File: src/uart_pkg.sv
package uart_pkg;

    localparam int apb_addr_w = 32;
    localparam int apb_data_w = 32;
    localparam int data_w     = 8;   // widest character
    localparam int div_w      = 16;  // {dlm, dll}

    // apb request, master to slave
    typedef struct packed {
        logic [apb_addr_w-1:0] paddr;
        logic                  psel;
        logic                  penable;
        logic                  pwrite;
        logic [apb_data_w-1:0] pwdata;
    } apb_req_t;

    // apb response, slave to master
    typedef struct packed {
        logic [apb_data_w-1:0] prdata;
        logic                  pready;
        logic                  pslverr;
    } apb_rsp_t;

    // word index from paddr[4:2], holes at 2, 4 and 6 read zero
    typedef enum logic [2:0] {
        idx_rbr_thr = 3'd0,  // dll when dlab
        idx_ier_dlm = 3'd1,  // dlm when dlab
        idx_lcr     = 3'd3,
        idx_lsr     = 3'd5,
        idx_scr     = 3'd7
    } reg_idx_e;

    // decoded lcr fields
    typedef struct packed {
        logic [3:0] data_bits;    // 5 to 8
        logic       two_stop;
        logic       parity_en;
        logic       even_parity;
    } line_ctrl_t;

    // one received character with its error flags
    typedef struct packed {
        logic [data_w-1:0] data;
        logic              parity_err;
        logic              frame_err;
    } rx_frame_t;

endpackage

File: src/apb_uart_regs.sv
`timescale 1ns/10ps

module apb_uart_regs import uart_pkg::*; (
    input  logic              apb_slave,
    input  logic              rst,
    input  apb_req_t          apb_req,
    output apb_rsp_t          apb_rsp,
    output logic              push,
    output logic [data_w-1:0] push_data,
    input  logic              fifo_full,
    input  logic              fifo_empty,
    input  logic              tx_idle,
    output line_ctrl_t        line_ctrl,
    output logic [div_w-1:0]  divisor,
    input  logic              rx_req,
    input  rx_frame_t         rx_frame,
    output logic              rx_ack
);

    logic              access;
    logic              wr_en;
    logic              rd_en;
    reg_idx_e          idx;
    logic [data_w-1:0] wdata;
    logic [data_w-1:0] rd_byte;
    logic              dlab;
    logic              rbr_rd;
    logic              lsr_rd;

    logic [data_w-1:0] lcr;
    logic [data_w-1:0] dll;
    logic [data_w-1:0] dlm;
    logic [data_w-1:0] scr;
    logic [data_w-1:0] rbr;
    logic [data_w-1:0] lsr;
    logic              data_ready;
    logic              overrun;
    logic              parity_err;
    logic              frame_err;

    assign access = apb_req.psel && apb_req.penable;  // no wait states
    assign wr_en  = access && apb_req.pwrite;
    assign rd_en  = access && !apb_req.pwrite;
    assign idx    = reg_idx_e'(apb_req.paddr[4:2]);
    assign wdata  = apb_req.pwdata[data_w-1:0];
    assign dlab   = lcr[7];
    assign rbr_rd = rd_en && (idx == idx_rbr_thr) && !dlab;
    assign lsr_rd = rd_en && (idx == idx_lsr);

    // full fifo drops the write
    assign push      = wr_en && (idx == idx_rbr_thr) && !dlab && !fifo_full;
    assign push_data = wdata;

    assign line_ctrl.data_bits   = 4'd5 + {2'b00, lcr[1:0]};
    assign line_ctrl.two_stop    = lcr[2];
    assign line_ctrl.parity_en   = lcr[3];
    assign line_ctrl.even_parity = lcr[4];
    assign divisor               = {dlm, dll};

    assign lsr = {1'b0, fifo_empty && tx_idle, fifo_empty, 1'b0,
                  frame_err, parity_err, overrun, data_ready};

    always_comb begin
        case (idx)
            idx_rbr_thr: rd_byte = dlab ? dll : rbr;
            idx_ier_dlm: rd_byte = dlab ? dlm : '0;  // ier not implemented
            idx_lcr:     rd_byte = lcr;
            idx_lsr:     rd_byte = lsr;
            idx_scr:     rd_byte = scr;
            default:     rd_byte = '0;
        endcase
    end

    assign apb_rsp.prdata  = {{(apb_data_w - data_w){1'b0}}, rd_byte};
    assign apb_rsp.pready  = 1'b1;
    assign apb_rsp.pslverr = 1'b0;

    always_ff @(posedge apb_slave) begin
        if (rst) begin
            lcr        <= '0;
            dll        <= 8'h01;
            dlm        <= '0;
            scr        <= '0;
            rbr        <= '0;
            data_ready <= 1'b0;
            overrun    <= 1'b0;
            parity_err <= 1'b0;
            frame_err  <= 1'b0;
            rx_ack     <= 1'b0;
        end else begin
            if (wr_en) begin
                case (idx)
                    idx_rbr_thr: begin
                        if (dlab) begin
                            dll <= wdata;
                        end
                    end
                    idx_ier_dlm: begin
                        if (dlab) begin
                            dlm <= wdata;
                        end
                    end
                    idx_lcr: lcr <= wdata;
                    idx_scr: scr <= wdata;
                    default: ;
                endcase
            end
            if (rbr_rd) begin
                data_ready <= 1'b0;
            end
            if (lsr_rd) begin  // error flags clear on read
                overrun    <= 1'b0;
                parity_err <= 1'b0;
                frame_err  <= 1'b0;
            end
            // new frame wins over a clear in the same cycle
            if (rx_req && !rx_ack) begin
                rbr        <= rx_frame.data;
                data_ready <= 1'b1;
                rx_ack     <= 1'b1;
                if (data_ready && !rbr_rd) begin
                    overrun <= 1'b1;  // old byte lost
                end
                if (rx_frame.parity_err) begin
                    parity_err <= 1'b1;
                end
                if (rx_frame.frame_err) begin
                    frame_err <= 1'b1;
                end
            end else if (!rx_req && rx_ack) begin
                rx_ack <= 1'b0;
            end
        end
    end

endmodule

File: src/uart_tx_fifo.sv
`timescale 1ns/10ps

module uart_tx_fifo import uart_pkg::*; #(
    parameter int fifo_depth = 8
) (
    input  logic              apb_slave,
    input  logic              rst,
    input  logic              push,
    input  logic [data_w-1:0] push_data,
    output logic              full,
    output logic              empty,
    output logic              tx_req,
    output logic [data_w-1:0] tx_byte,
    input  logic              tx_ack
);

    localparam int ptr_w = (fifo_depth > 1) ? $clog2(fifo_depth) : 1;
    localparam int cnt_w = $clog2(fifo_depth + 1);

    logic [data_w-1:0] mem [fifo_depth];
    logic [ptr_w-1:0]  wr_ptr;
    logic [ptr_w-1:0]  rd_ptr;
    logic [cnt_w-1:0]  count;
    logic              do_push;
    logic              do_pop;

    assign full    = (count == cnt_w'(fifo_depth));
    assign empty   = (count == '0);
    assign do_push = push && !full;
    assign do_pop  = tx_req && tx_ack;  // head consumed by tx
    assign tx_byte = mem[rd_ptr];

    always_ff @(posedge apb_slave) begin
        if (do_push) begin
            mem[wr_ptr] <= push_data;
        end
    end

    always_ff @(posedge apb_slave) begin
        if (rst) begin
            wr_ptr <= '0;
            rd_ptr <= '0;
            count  <= '0;
            tx_req <= 1'b0;
        end else begin
            if (do_push) begin
                wr_ptr <= (wr_ptr == ptr_w'(fifo_depth - 1)) ? '0 : wr_ptr + 1'b1;
            end
            if (do_pop) begin
                rd_ptr <= (rd_ptr == ptr_w'(fifo_depth - 1)) ? '0 : rd_ptr + 1'b1;
            end
            count <= count + cnt_w'(do_push) - cnt_w'(do_pop);
            // four-phase: drop on ack, rise again only once ack is low
            if (do_pop) begin
                tx_req <= 1'b0;
            end else if (!tx_req && !tx_ack && !empty) begin
                tx_req <= 1'b1;
            end
        end
    end

endmodule

File: src/uart_tx.sv
`timescale 1ns/10ps

module uart_tx import uart_pkg::*; (
    input  logic              apb_slave,
    input  logic              rst,
    input  logic              tx_req,
    input  logic [data_w-1:0] tx_byte,
    output logic              tx_ack,
    input  line_ctrl_t        line_ctrl,
    input  logic [div_w-1:0]  divisor,
    output logic              tx_idle,
    output logic              tx
);

    typedef enum logic [2:0] {
        st_idle,
        st_start,
        st_data,
        st_parity,
        st_stop
    } tx_state_e;

    tx_state_e         state;
    logic [div_w-1:0]  div_eff;
    logic [div_w+1:0]  bit_len;
    logic [div_w+1:0]  cnt;
    logic              bit_end;
    logic              accept;
    logic [data_w-1:0] data_mask;
    logic [data_w-1:0] shreg;
    logic [2:0]        bit_idx;
    logic              par_bit;
    logic              second_stop;
    line_ctrl_t        lc;
    logic              line_bit;

    assign div_eff   = (divisor == '0) ? div_w'(1) : divisor;
    assign bit_len   = {div_eff, 2'b00};  // 4 cycles per divisor unit
    assign bit_end   = (cnt == bit_len - 1'b1);
    assign accept    = (state == st_idle) && tx_req && !tx_ack;
    assign data_mask = 8'hff >> (4'd8 - line_ctrl.data_bits);
    assign tx_idle   = (state == st_idle);

    always_comb begin
        case (state)
            st_start:  line_bit = 1'b0;
            st_data:   line_bit = shreg[0];  // lsb first
            st_parity: line_bit = par_bit;
            default:   line_bit = 1'b1;
        endcase
    end

    // frame payload, loaded when a byte is taken
    always_ff @(posedge apb_slave) begin
        if (accept) begin
            shreg   <= tx_byte & data_mask;
            lc      <= line_ctrl;
            par_bit <= ^(tx_byte & data_mask) ^ ~line_ctrl.even_parity;
        end else if (state == st_data && bit_end) begin
            shreg <= shreg >> 1;
        end
    end

    always_ff @(posedge apb_slave) begin
        if (rst) begin
            state       <= st_idle;
            tx_ack      <= 1'b0;
            tx          <= 1'b1;
            cnt         <= '0;
            bit_idx     <= '0;
            second_stop <= 1'b0;
        end else begin
            tx  <= line_bit;
            cnt <= (state == st_idle || bit_end) ? '0 : cnt + 1'b1;
            if (tx_ack && !tx_req) begin
                tx_ack <= 1'b0;
            end
            case (state)
                st_idle: begin
                    if (accept) begin
                        tx_ack <= 1'b1;
                        state  <= st_start;
                    end
                end
                st_start: begin
                    bit_idx     <= '0;
                    second_stop <= 1'b0;
                    if (bit_end) begin
                        state <= st_data;
                    end
                end
                st_data: begin
                    if (bit_end) begin
                        bit_idx <= bit_idx + 1'b1;
                        if ({1'b0, bit_idx} == lc.data_bits - 4'd1) begin
                            state <= lc.parity_en ? st_parity : st_stop;
                        end
                    end
                end
                st_parity: begin
                    if (bit_end) begin
                        state <= st_stop;
                    end
                end
                st_stop: begin
                    if (bit_end) begin
                        if (lc.two_stop && !second_stop) begin
                            second_stop <= 1'b1;
                        end else begin
                            state <= st_idle;
                        end
                    end
                end
                default: state <= st_idle;
            endcase
        end
    end

endmodule

File: src/uart_rx.sv
`timescale 1ns/10ps

module uart_rx import uart_pkg::*; (
    input  logic             apb_slave,
    input  logic             rst,
    input  logic             rx,
    input  line_ctrl_t       line_ctrl,
    input  logic [div_w-1:0] divisor,
    output logic             rx_req,
    output rx_frame_t        rx_frame,
    input  logic             rx_ack
);

    typedef enum logic [2:0] {
        st_idle,
        st_start,
        st_data,
        st_parity,
        st_stop,
        st_handoff
    } rx_state_e;

    rx_state_e         state;
    logic              rx_meta;
    logic              rx_sync;
    logic [div_w-1:0]  div_eff;
    logic [div_w+1:0]  cnt;
    logic [div_w+1:0]  target;
    logic              hit;
    logic [data_w-1:0] data;
    logic [2:0]        bit_idx;
    logic              second_stop;
    logic              par_exp;
    logic              par_err;
    logic              frm_err;

    assign div_eff = (divisor == '0) ? div_w'(1) : divisor;
    // half a bit to the middle of start, then a full bit each
    assign target  = (state == st_start) ? {1'b0, div_eff, 1'b0} - 1'b1
                                         : {div_eff, 2'b00} - 1'b1;
    assign hit     = (cnt == target);
    assign par_exp = ^data ^ ~line_ctrl.even_parity;

    assign rx_frame.data       = data;
    assign rx_frame.parity_err = par_err;
    assign rx_frame.frame_err  = frm_err;

    always_ff @(posedge apb_slave) begin
        if (rst) begin
            rx_meta <= 1'b1;
            rx_sync <= 1'b1;
        end else begin
            rx_meta <= rx;
            rx_sync <= rx_meta;
        end
    end

    // sampled frame, held through the hand-off
    always_ff @(posedge apb_slave) begin
        if (state == st_start && hit) begin
            data    <= '0;
            par_err <= 1'b0;
            frm_err <= 1'b0;
        end
        if (state == st_data && hit) begin
            data[bit_idx] <= rx_sync;
        end
        if (state == st_parity && hit) begin
            par_err <= (rx_sync != par_exp);
        end
        if (state == st_stop && hit && !rx_sync) begin
            frm_err <= 1'b1;
        end
    end

    always_ff @(posedge apb_slave) begin
        if (rst) begin
            state       <= st_idle;
            cnt         <= '0;
            bit_idx     <= '0;
            second_stop <= 1'b0;
            rx_req      <= 1'b0;
        end else begin
            cnt <= (state == st_idle || state == st_handoff || hit) ? '0 : cnt + 1'b1;
            case (state)
                st_idle: begin
                    if (!rx_sync) begin  // line fell from idle high
                        state <= st_start;
                    end
                end
                st_start: begin
                    bit_idx     <= '0;
                    second_stop <= 1'b0;
                    if (hit) begin
                        state <= rx_sync ? st_idle : st_data;  // glitch rejected
                    end
                end
                st_data: begin
                    if (hit) begin
                        bit_idx <= bit_idx + 1'b1;
                        if ({1'b0, bit_idx} == line_ctrl.data_bits - 4'd1) begin
                            state <= line_ctrl.parity_en ? st_parity : st_stop;
                        end
                    end
                end
                st_parity: begin
                    if (hit) begin
                        state <= st_stop;
                    end
                end
                st_stop: begin
                    if (hit) begin
                        if (line_ctrl.two_stop && !second_stop) begin
                            second_stop <= 1'b1;
                        end else if (!rx_ack) begin
                            rx_req <= 1'b1;
                            state  <= st_handoff;
                        end
                    end
                end
                st_handoff: begin
                    if (rx_ack) begin
                        rx_req <= 1'b0;
                        state  <= st_idle;
                    end
                end
                default: state <= st_idle;
            endcase
        end
    end

endmodule

File: src/uart_top.sv
`timescale 1ns/10ps

module uart_top import uart_pkg::*; #(
    parameter int fifo_depth = 8
) (
    input  logic     apb_slave,
    input  logic     rst,
    input  apb_req_t apb_req,
    output apb_rsp_t apb_rsp,
    input  logic     rx,
    output logic     tx
);

    logic              push;
    logic [data_w-1:0] push_data;
    logic              fifo_full;
    logic              fifo_empty;
    logic              tx_req;
    logic              tx_ack;
    logic [data_w-1:0] tx_byte;
    logic              tx_idle;
    line_ctrl_t        line_ctrl;
    logic [div_w-1:0]  divisor;
    logic              rx_req;
    logic              rx_ack;
    rx_frame_t         rx_frame;

    apb_uart_regs u_regs (
        .apb_slave  (apb_slave),
        .rst        (rst),
        .apb_req    (apb_req),
        .apb_rsp    (apb_rsp),
        .push       (push),
        .push_data  (push_data),
        .fifo_full  (fifo_full),
        .fifo_empty (fifo_empty),
        .tx_idle    (tx_idle),
        .line_ctrl  (line_ctrl),
        .divisor    (divisor),
        .rx_req     (rx_req),
        .rx_frame   (rx_frame),
        .rx_ack     (rx_ack)
    );

    uart_tx_fifo #(
        .fifo_depth (fifo_depth)
    ) u_tx_fifo (
        .apb_slave (apb_slave),
        .rst       (rst),
        .push      (push),
        .push_data (push_data),
        .full      (fifo_full),
        .empty     (fifo_empty),
        .tx_req    (tx_req),
        .tx_byte   (tx_byte),
        .tx_ack    (tx_ack)
    );

    uart_tx u_tx (
        .apb_slave (apb_slave),
        .rst       (rst),
        .tx_req    (tx_req),
        .tx_byte   (tx_byte),
        .tx_ack    (tx_ack),
        .line_ctrl (line_ctrl),
        .divisor   (divisor),
        .tx_idle   (tx_idle),
        .tx        (tx)
    );

    uart_rx u_rx (
        .apb_slave (apb_slave),
        .rst       (rst),
        .rx        (rx),
        .line_ctrl (line_ctrl),
        .divisor   (divisor),
        .rx_req    (rx_req),
        .rx_frame  (rx_frame),
        .rx_ack    (rx_ack)
    );

endmodule

File: config.mk
export PLATFORM = sky130hd
export DESIGN_NAME = uart_top
export DESIGN_NICKNAME = d
export VERILOG_FILES = /design/src/uart_pkg.sv /design/src/apb_uart_regs.sv /design/src/uart_tx_fifo.sv /design/src/uart_tx.sv /design/src/uart_rx.sv /design/src/uart_top.sv
export SDC_FILE = /design/constraint.sdc
export NUM_CORES = 1
export LEC_CHECK = 0
export ABC_AREA = 1
export ABC_CLOCK_PERIOD_IN_PS = 3000
export BUFFER_PORTS_ARGS = -buffer_cell sky130_fd_sc_hd__buf_4
export CORE_MARGIN = 2
export CORE_UTILIZATION = 30
export CTS_CLUSTER_DIAMETER = 60
export DETAILED_ROUTE_END_ITERATION = 8
export HOLD_SLACK_MARGIN = 0.05
export SLEW_MARGIN = 20
export SYNTH_ARGS = -nofsm -noshare
export SYNTH_HDL_FRONTEND = slang
export SYNTH_SLANG_ARGS = --single-unit
File: constraint.sdc
create_clock -name apb_slave -period 3 [get_ports apb_slave]
set_clock_uncertainty 0.15 [all_clocks]
set_input_delay 0.15 -clock apb_slave [delete_from_list [all_inputs] [get_ports apb_slave]]
set_output_delay 0.15 -clock apb_slave [all_outputs]
set_load 0.01 [all_outputs]
==> impl_metrics.env, run 1 <==
export IMPL_status="finished, violations left"
export IMPL_violations="negative setup slack"
export IMPL_rr_worst_depth=29
export IMPL_r2r_slack_ps=-200
export IMPL_comb_power_share=0.208
export IMPL_required_ps=3240
export IMPL_cap_violations=0
export IMPL_drt_total_wl_mm=27.7
export IMPL_cp_arrival_ps=3440
export IMPL_hold_ws_ps=124
export IMPL_num_rows=67
export IMPL_critical_path_class="reg -> reg"
export IMPL_clockBufferDepth=3
export IMPL_final_cell_mix="nand2_1 (168), nor2_1 (144), inv_1 (139), buf_4 (115), dfxtp_1 (107)"
export IMPL_cts_buffers=22
export IMPL_period_needed_ps=3200
export IMPL_cts_tree="done"
export IMPL_critPathCaptureType="register"
export IMPL_pwr_share_seq=0.427
export IMPL_switchingPower_uw=2180
export IMPL_die_w_um=190
export IMPL_final_period_utilization=1.07
export IMPL_tightest_slew_ps=823
export IMPL_regArea_um2=4880
export IMPL_clockPowerShare=0.365
export IMPL_clk_pin_slew_ps=60
export IMPL_setup_viol=38
export IMPL_hold_viol=0
export IMPL_area_growth_pct=31.1
export IMPL_min_path_cells=6
export IMPL_slew_headroom=0.447
export IMPL_dp_final_hpwl_mm=19.0
export IMPL_multi_input_area_um2=5400
export IMPL_synth_yosys_seq_area_share=0.471
export IMPL_coreArea_um2=33700
export IMPL_switching_share=0.294
export IMPL_drtAntennaViolNets=0
export IMPL_p_int_uw=5240
export IMPL_cts_root_buffer="clkbuf_16"
export IMPL_place_ws_ps=-182
export IMPL_die_height_um=190
export IMPL_clk_latency_ps=520
export IMPL_vdd_drop_max_mv=0.350
export IMPL_hold_class="in -> reg"
export IMPL_cpMostUsedCell="nand2_2"
export IMPL_yosys_warnings=0
export IMPL_synth_edff_count=80
export IMPL_max_freq_mhz=313
export IMPL_total_power_uw=7420
export IMPL_drc_errors=0
export IMPL_hold_start="apb_req[39]"
export IMPL_crit_fanout=5
export IMPL_slowest_delay_ps=350
export IMPL_diodes=0
export IMPL_worstSetupStartpointType="register"
export IMPL_avgSynthCellArea_um2=8.13
export IMPL_grt_pass1_vias=8650
export IMPL_min_to="u_regs.parity_err"
export IMPL_initial_core_util=0.306
export IMPL_cts_htree_levels=1
export IMPL_drt_first_pass_iters=5
export IMPL_vias_per_cell=4.90
export IMPL_r2r_end="u_rx.data[1]"
export IMPL_setup_tns_ps=-3570
export IMPL_fin_ws_ps=-200
export IMPL_die_area_um2=35900
export IMPL_syn_inst=1270
export IMPL_grt_pass1_wl_mm=42.9
export IMPL_r2r_start="u_regs.dll[7]"
export IMPL_antenna_found_initial=0
export IMPL_final_core_utilization=0.402
export IMPL_cts_sink_count=203
export IMPL_synth_ff_type="dfxtp_1"
export IMPL_drt_initial_drc_count=736
export IMPL_async_flop_share=0
export IMPL_ioPinCount=105
export IMPL_synth_distinct_cells=53
export IMPL_grt_total_usage=0.146
export IMPL_ys_seq_elements=203
export IMPL_drive_above_1_share=0.254
export IMPL_p_leak_uw=0.00529
export IMPL_routabilityCongestion=0.922
export IMPL_wl_per_cell_um=14.8
export IMPL_via_count=9203
export IMPL_power_density_nw_per_um2=548
export IMPL_fill_cells=3306
export IMPL_drv_slew=0
export IMPL_grt_max_degree=42
export IMPL_mostFrequentLayoutCell="nand2_1"
export IMPL_netlist_area_um2=10300
export IMPL_nets=1505
export IMPL_port_buffers=25
export IMPL_overflow=0
export IMPL_cpMaxStageDelayCell="dfxtp_2"
export IMPL_rsz0062_at_grt="yes"
[how the worst max path moves through the flow]
stage                        startpoint      endpoint  slack [ps]  cells after the start
final                     u_regs.dll[7]  u_rx.data[1]        -200                     29
after floorplan           u_regs.dll[4]  u_rx.data[1]          10                     25
after global routing      u_regs.dll[4]  u_rx.data[5]        -360                     29
after CTS                 u_regs.dll[1]  u_rx.par_err        -110                     22
after detailed placement  u_regs.dlm[0]  u_rx.par_err        -180                     22
after global placement    u_regs.dlm[2]  u_rx.par_err        -130                     22
[state kept, by name, indices dropped and copies added, names as in the netlist, 3 cells and up, named ones only]
register / flops
u_tx_fifo.wr_ptr: 3
u_tx.cnt: 18
u_tx.shreg: 8
u_rx.data: 8
u_regs.scr: 8
u_tx_fifo.mem: 64
u_rx.bit_idx: 3
u_rx.state: 3
u_tx_fifo.count: 4
u_tx.lc: 6
u_regs.lcr: 8
u_tx_fifo.rd_ptr: 3
u_regs.dlm: 8
u_regs.rbr: 8
u_tx.bit_idx: 3
u_regs.dll: 8
u_tx.state: 3
u_rx.cnt: 18
[critical path: cells and delay by family (launching register included)]
family | cells | cell delay [ps]
buf+inv | 5 | 410
simple gates | 22 | 1930
fa+ha+maj | 1 | 180
compound gates | 1 | 50
flops | 1 | 350
[power by group through the flow]
stage / clock (µW) / combinational (µW) / sequential [µW]
after floorplan: 0 / 848 / 3190
after global placement: 0 / 1170 / 3220
after detailed placement: 0 / 1190 / 3220
after CTS: 2770 / 1280 / 3160
after global routing: 2880 / 1700 / 3180
final: 2710 / 1540 / 3160
[layout make-up]
cell class | instances | share of cell area
clock buffer | 34 | 0.0484
clock inverter | 6 | 0.00545
inverter | 150 | 0.0425
multi-input combinational | 885 | 0.399
sequential | 203 | 0.361
tap | 448 | 0.0414
timing repair buffer | 153 | 0.103
[synth_stat cells (5+ instances only)]
master / count / area [µm²]
a21oi_1: 63 / 315
a221oi_1: 7 / 61.3
buf_4: 28 / 210
clkbuf_1: 21 / 78.8
dfxtp_1: 123 / 2460
edfxtp_1: 80 / 2400
ha_1: 19 / 238
inv_1: 142 / 533
inv_2: 5 / 18.8
mux2i_1: 10 / 100
nand2_1: 203 / 762
nand3_1: 92 / 460
nand3_2: 6 / 60.1
nand4_1: 20 / 125
nor2_1: 169 / 634
nor2_2: 7 / 43.8
nor3_1: 37 / 185
nor3b_1: 10 / 75.1
nor4_1: 5 / 31.3
o21ai_0: 90 / 450
o21ai_1: 5 / 25.0
o221ai_1: 15 / 131
o22ai_1: 7 / 43.8
o32ai_1: 6 / 52.6
or2_2: 6 / 37.5
xnor2_1: 12 / 105
xor2_1: 30 / 263
[per-stage QoR]
step | std cells | area, µm²
after floorplan | 1294 | 10500
after global placement | 1786 | 11500
after detailed placement | 1786 | 11500
after CTS | 1868 | 12800
after global routing | 1879 | 13500
final | 1879 | 13500
[layer usage]
metal | vias to the layer above | global-route usage | part of all wire
li1 | 4532 | - | -
met1 | 4401 | 0.197 | 0.45
met2 | 229 | 0.245 | 0.48
met3 | 41 | 0.0137 | 0.050
met4 | 0 | 0.0501 | 0.026
met5 | - | 0 | 0
[kinds of logic (layout without fill, tap and decap cells)]
family                   count (synthesis)  count (layout)  synth area share
flip-flops                             203             203             0.471
AND/OR/NAND/NOR                        573             574             0.250
XOR/XNOR                                43              43            0.0372
other                                    2              26          0.000727
multiplexers                            10              10           0.00969
AO/OA/AOI/OAI                          212             212             0.119
buffers and inverters                  207             343            0.0869
adder cells (fa/ha/maj)                 20              20            0.0250
[what timing repair did]
item	in CTS	in global routing
hold buffers	15	0
pin swaps	37	71
setup endpoints to repair	51	70
gates cloned	1	6
setup buffers	27	12
resized for setup	55	148
endpoints found under the hold margin	123	0
Power figures use the tool's default switching activity.
==> run 2: changes to the inputs <==
--- a/config.mk
+++ b/config.mk
@@ -5,7 +5,7 @@
 export SDC_FILE = /design/constraint.sdc
 export NUM_CORES = 1
 export LEC_CHECK = 0
-export ABC_AREA = 1
+export ABC_AREA = 0
 export ABC_CLOCK_PERIOD_IN_PS = 3000
 export BUFFER_PORTS_ARGS = -buffer_cell sky130_fd_sc_hd__buf_4
 export CORE_MARGIN = 2
==> impl_metrics.env, run 2 <==
export IMPL_violations="negative setup slack"
export IMPL_avgSynthCellArea_um2=10.1
export IMPL_syn_inst=1056
export IMPL_async_flop_share=0
export IMPL_drtAntennaViolNets=0
export IMPL_power_density_nw_per_um2=565
export IMPL_mostFrequentLayoutCell="buf_4"
export IMPL_path_delay_family="simple AND/OR/NAND/NOR gates"
export IMPL_ioPinCount=105
export IMPL_grt_pass1_vias=8031
export IMPL_max_freq_mhz=253
export IMPL_die_area_um2=37000
export IMPL_num_rows=68
export IMPL_stdcell_count=1664
export IMPL_place_inst=1584
export IMPL_cts_tree="done"
export IMPL_clockBufferDepth=3
export IMPL_synth_top_area_frac=0.232
export IMPL_synth_yosys_seq_area_share=0.458
export IMPL_p_leak_uw=0.00503
export IMPL_synth_edff_count=80
export IMPL_critical_path_class="reg -> reg"
export IMPL_setup_viol=70
export IMPL_path_cells="buf_4 -> or4_1 -> buf_4 -> o31a_1 -> a211oi_1 -> nor3_1 -> nand4b_1 -> or4_4 -> nor4_4 -> buf_6 -> nand3b_1 -> mux2_4"
export IMPL_yosys_warnings=0
export IMPL_worstSetupStartpointType="register"
export IMPL_vdd_drop_max_mv=0.401
export IMPL_antenna_found_initial=0
export IMPL_drive_above_1_share=0.264
export IMPL_path_buf_inv=3
export IMPL_status="finished, violations left"
export IMPL_yosysMostFrequentCell="nor2_1"
export IMPL_diodes=0
export IMPL_drt_first_pass_iters=4
export IMPL_hold_class="in -> reg"
export IMPL_multi_input_area_um2=5660
export IMPL_nets=1283
export IMPL_drt_total_wl_mm=28.2
export IMPL_final_cell_mix="buf_4 (143), nor2_1 (126), dfxtp_1 (112), edfxtp_1 (80), xnor2_1 (58)"
export IMPL_via_count=8240
export IMPL_largest_registers="u_tx_fifo.mem: 64 flops, u_rx.cnt: 18 flops, u_tx.cnt: 18 flops"
export IMPL_synth_ff_type="dfxtp_1"
export IMPL_drt_initial_drc_count=525
export IMPL_cp_arrival_ps=4220
export IMPL_cts_htree_levels=1
export IMPL_synth_distinct_cells=80
export IMPL_grt_pass1_wl_mm=43.9
export IMPL_rsz0062_at_grt="yes"
export IMPL_grt_total_usage=0.152
export IMPL_required_ps=3270
export IMPL_area_growth_pct=27.6
export IMPL_clk_pin_slew_ps=60
export IMPL_largest_reg_flops=64
export IMPL_routabilityCongestion=0.942
export IMPL_period_needed_ps=3950
export IMPL_cts_buffers=24
export IMPL_fin_ws_ps=-953
export IMPL_tightest_slew_ps=698
export IMPL_cap_violations=0
export IMPL_final_period_utilization=1.32
export IMPL_slowest_delay_ps=610
export IMPL_min_path_cells=5
export IMPL_regArea_um2=4880
export IMPL_slew_headroom=0.535
export IMPL_drc_errors=0
export IMPL_regMostFlops="u_tx_fifo.mem"
export IMPL_die_w_um=192
export IMPL_port_buffers=25
export IMPL_setup_tns_ps=-57020
export IMPL_synthTopCellsByArea="dfxtp_1 (23%), edfxtp_1 (23%), mux2i_1 (5.4%), xnor2_1 (4.9%), nor2_1 (4.7%)"
export IMPL_overflow=0
export IMPL_cts_root_buffer="clkbuf_16"
export IMPL_total_power_uw=7660
export IMPL_initial_core_util=0.306
export IMPL_rr_worst_depth=12
export IMPL_yosysTopAreaCell="dfxtp_1"
export IMPL_coreArea_um2=34700
export IMPL_cpMaxStageDelayCell="or4_1"
export IMPL_fill_cells=3391
export IMPL_cpMostUsedCell="buf_4"
export IMPL_cts_sink_count=203
export IMPL_grt_max_degree=42
export IMPL_dp_final_hpwl_mm=19.3
export IMPL_crit_fanout=5
export IMPL_wl_per_cell_um=16.9
export IMPL_hold_viol=0
export IMPL_vias_per_cell=4.95
export IMPL_die_height_um=192
export IMPL_critPathCaptureType="register"
export IMPL_synth_common_cells="nor2_1 (133), dfxtp_1 (123), edfxtp_1 (80)"
export IMPL_drv_slew=0
export IMPL_cp_num_cells=12
export IMPL_ys_seq_elements=203
export IMPL_netlist_area_um2=10600
export IMPL_clk_latency_ps=540
## run 2: timing repair
action                                  in CTS  in global routing
gates resized for setup                     72                 16
hold endpoints to repair                   115                  0
buffers inserted                            12                  6
endpoints found under the setup margin      70                 74
gates cloned                                 6                  0
hold buffers                                14                  0
pin swaps                                   40                  7
## run 2: kinds of logic after synthesis
| family | count (synthesis) | synth area share |
|---|---|---|
| AND/OR/NAND/NOR | 379 | 0.179 |
| flip-flops | 203 | 0.458 |
| AO/OA/AOI/OAI | 142 | 0.0937 |
| buffers and inverters | 126 | 0.0564 |
| XOR/XNOR | 95 | 0.0796 |
| multiplexers | 88 | 0.108 |
| adder cells (fa/ha/maj) | 21 | 0.0252 |
| other | 2 | 0.000706 |
## run 2: layout make-up
cell class	count	share of cell area
clock inverters	12	0.00793
flip-flops and latches	203	0.360
repair buffers	179	0.117
clock buffers	30	0.0474
inverters	33	0.00913
well taps	455	0.0420
multi-input cells	752	0.417
## run 2: worst paths after layout
path                               startpoint            end  slack, ps
worst max-delay path            u_regs.dll[1]   u_rx.data[0]       -950
worst min-delay path              apb_req[37]  u_regs.dll[1]        140
worst max register to register  u_regs.dll[1]   u_rx.data[0]       -950
worst min register to register   u_rx.rx_meta   u_rx.rx_sync        270
## run 2: report_power, final
part           internal (µW)  switching [µW]
clock network           1610            1180
logic                    822             969
registers               3010            74.5
## run 2: routing by layer
layer | wire length [µm] | global-route usage | share of wire | up-vias
met5 | 0 | 0 | 0 | -
met4 | 870 | 0.0581 | 0.031 | 0
met3 | 1140 | 0.0167 | 0.040 | 53
met2 | 13200 | 0.250 | 0.47 | 182
met1 | 13000 | 0.205 | 0.46 | 3991
li1 | - | - | - | 4014
## run 2: metrics by stage
stage / setup WS (ps) / hold WS [ps] / util / instance area, µm²
3_5_place_dp: -1080 / 189 / 0.347 / 12000
6_report: -953 / 136 / 0.391 / 13600
5_1_grt: -1140 / 152 / 0.391 / 13600
2_1_floorplan: -1120 / 98.9 / - / 10900
3_3_place_gp: -1040 / 196 / 0.347 / 12000
4_1_cts: -939 / 112 / 0.387 / 13400
## run 2: tightest hold or removal path, stage by stage
cell     delay [ps]
buf_4           180
nor4_2           70
buf_4           180
mux2i_1         120
nor2_1           70
==> run 3: changes to the inputs <==
--- a/config.mk
+++ b/config.mk
@@ -13,6 +13,7 @@
 export CTS_CLUSTER_DIAMETER = 60
 export DETAILED_ROUTE_END_ITERATION = 8
 export HOLD_SLACK_MARGIN = 0.05
+export PLACE_DENSITY = 0.45
 export SLEW_MARGIN = 20
 export SYNTH_ARGS = -nofsm -noshare
 export SYNTH_HDL_FRONTEND = slang
==> impl_metrics.env, run 3 (synthesized netlist as in run 2, its figures left out) <==
export IMPL_status="finished, violations left"
export IMPL_violations="negative setup slack"
export IMPL_hold_class="in -> reg"
export IMPL_r2r_slack_ps=-1020
export IMPL_critPathCaptureType="register"
export IMPL_grt_max_degree=43
export IMPL_vias_per_cell=4.89
export IMPL_worstSetupStartpointType="register"
export IMPL_tightest_slew_ps=652
export IMPL_crit_fanout=5
export IMPL_clk_latency_ps=560
export IMPL_r2r_end="u_rx.data[2]"
export IMPL_vdd_drop_max_mv=0.441
export IMPL_grt_pass1_wl_mm=46.9
export IMPL_setup_viol=70
export IMPL_p_leak_uw=0.00511
export IMPL_nets=1294
export IMPL_drv_slew=0
export IMPL_regMostFlops="u_tx_fifo.mem"
export IMPL_cp_arrival_ps=4320
export IMPL_drt_initial_drc_count=538
export IMPL_max_freq_mhz=249
export IMPL_drtAntennaViolNets=0
export IMPL_fill_cells=3439
export IMPL_hold_start="apb_req[37]"
export IMPL_cts_buffers=28
export IMPL_cts_tree="done"
export IMPL_largest_reg_flops=64
export IMPL_drt_first_pass_iters=6
export IMPL_die_area_um2=37000
export IMPL_power_density_nw_per_um2=603
export IMPL_coreArea_um2=34700
export IMPL_final_period_utilization=1.34
export IMPL_num_rows=68
export IMPL_drive_above_1_share=0.268
export IMPL_rr_worst_depth=13
export IMPL_r2r_start="u_regs.dlm[4]"
export IMPL_setup_tns_ps=-57090
export IMPL_die_w_um=192
export IMPL_hold_viol=0
export IMPL_multi_input_area_um2=5640
export IMPL_wl_per_cell_um=18.1
export IMPL_antenna_found_initial=0
export IMPL_routabilityCongestion=0.882
export IMPL_drc_errors=0
export IMPL_drt_total_wl_mm=30.4
export IMPL_slew_headroom=0.565
export IMPL_clk_pin_slew_ps=60
export IMPL_hold_ws_ps=117
export IMPL_largest_registers="u_tx_fifo.mem: 64 flops, u_rx.cnt: 18 flops, u_tx.cnt: 18 flops"
export IMPL_diodes=0
export IMPL_area_growth_pct=29.1
export IMPL_fin_ws_ps=-1020
export IMPL_via_count=8219
export IMPL_dp_final_hpwl_mm=20.9
export IMPL_final_cell_mix="buf_4 (157), nor2_1 (131), dfxtp_1 (115), edfxtp_1 (80), nand2_1 (58)"
export IMPL_initial_core_util=0.306
export IMPL_die_height_um=192
export IMPL_cts_sink_count=203
export IMPL_cts_root_buffer="clkbuf_16"
export IMPL_port_buffers=25
export IMPL_overflow=0
export IMPL_ioPinCount=105
export IMPL_critical_path_class="reg -> reg"
export IMPL_min_to="u_tx_fifo.wr_ptr[2]"
export IMPL_clockBufferDepth=3
export IMPL_grt_pass1_vias=8002
export IMPL_worstSetupStartpoint="u_regs.dlm[4]"
export IMPL_cap_violations=0
export IMPL_required_ps=3300
export IMPL_total_power_uw=8270
export IMPL_mostFrequentLayoutCell="buf_4"
export IMPL_rsz0062_at_grt="yes"
export IMPL_min_path_cells=6
export IMPL_cts_htree_levels=1
export IMPL_regArea_um2=4870
export IMPL_period_needed_ps=4020
export IMPL_grt_total_usage=0.165
==> run 3: changes by cell type in the layout (fill, tap and decap cells not counted), moves of 4 or more <==
cell	change
buf_16	-4
nor2_1	+5
clkbuf_16	+4
clkinv_2	-4
bufinv_16	+4
clkinv_1	+4
buf_4	+14
==> run 3: where the power goes <==
| group | total, µW | switching (µW) | internal [µW] |
|---|---|---|---|
| logic | 1660 | 946 | 711 |
| registers | 3090 | 77.2 | 3010 |
| clock network | 3530 | 1360 | 2170 |
==> run 3: metrics by stage <==
stage / utilization / instances / worst slack, ps / instance area, µm²
after floorplan: - / 1080 / -1120 / 10900
after global placement: 0.348 / 1595 / -925 / 12100
after detailed placement: 0.348 / 1595 / -1030 / 12100
after CTS: 0.392 / 1678 / -977 / 13600
after global routing: 0.395 / 1681 / -1150 / 13700
final: 0.395 / 1681 / -1020 / 13700
==> run 3: what timing repair did <==
action | in CTS | in global routing
gates cloned | 5 | 0
hold buffers | 14 | 0
pin swaps | 23 | 14
setup endpoints to repair | 70 | 70
resized for setup | 56 | 18
buffers inserted | 12 | 3
endpoints found under the hold margin | 123 | 0
==> run 3: per-layer routing <==
layer / vias to the layer above / part of all wire / GRT usage
li1: 4040 / - / -
met1: 3965 / 0.49 / 0.237
met2: 169 / 0.45 / 0.261
met3: 45 / 0.044 / 0.0224
met4: 0 / 0.019 / 0.0440
met5: - / 0 / 0
==> run 3: area by class of cell <==
cell class	instances	share of cell area
tap	455	0.0415
multi-input combinational	752	0.411
clock inverter	23	0.0209
timing repair buffer	186	0.111
inverter	33	0.00903
clock buffer	29	0.0513
sequential	203	0.355
==> run 3: critical path: stages (launching register included) <==
cell       delay (ps)
dfxtp_2           360
nor4_4             60
a41oi_2           230
ha_2              210
or3b_4            400
or3_4             360
and3b_2           270
a2111oi_4         350
o32ai_2           160
or4_4             540
nor4_4            240
buf_6             180
nand3b_1           90
mux2_4            310
==> run 3: worst max-delay path by stage <==
| stage | end | slack [ps] | depth (start not counted) |
|---|---|---|---|
| after floorplan | u_rx.data[4] | -1120 | 15 |
| after global placement | u_rx.data[1] | -930 | 13 |
| after detailed placement | u_rx.data[2] | -1030 | 13 |
| after CTS | u_rx.data[5] | -980 | 13 |
| after global routing | u_rx.data[7] | -1150 | 13 |
| final | u_rx.data[2] | -1020 | 13 |
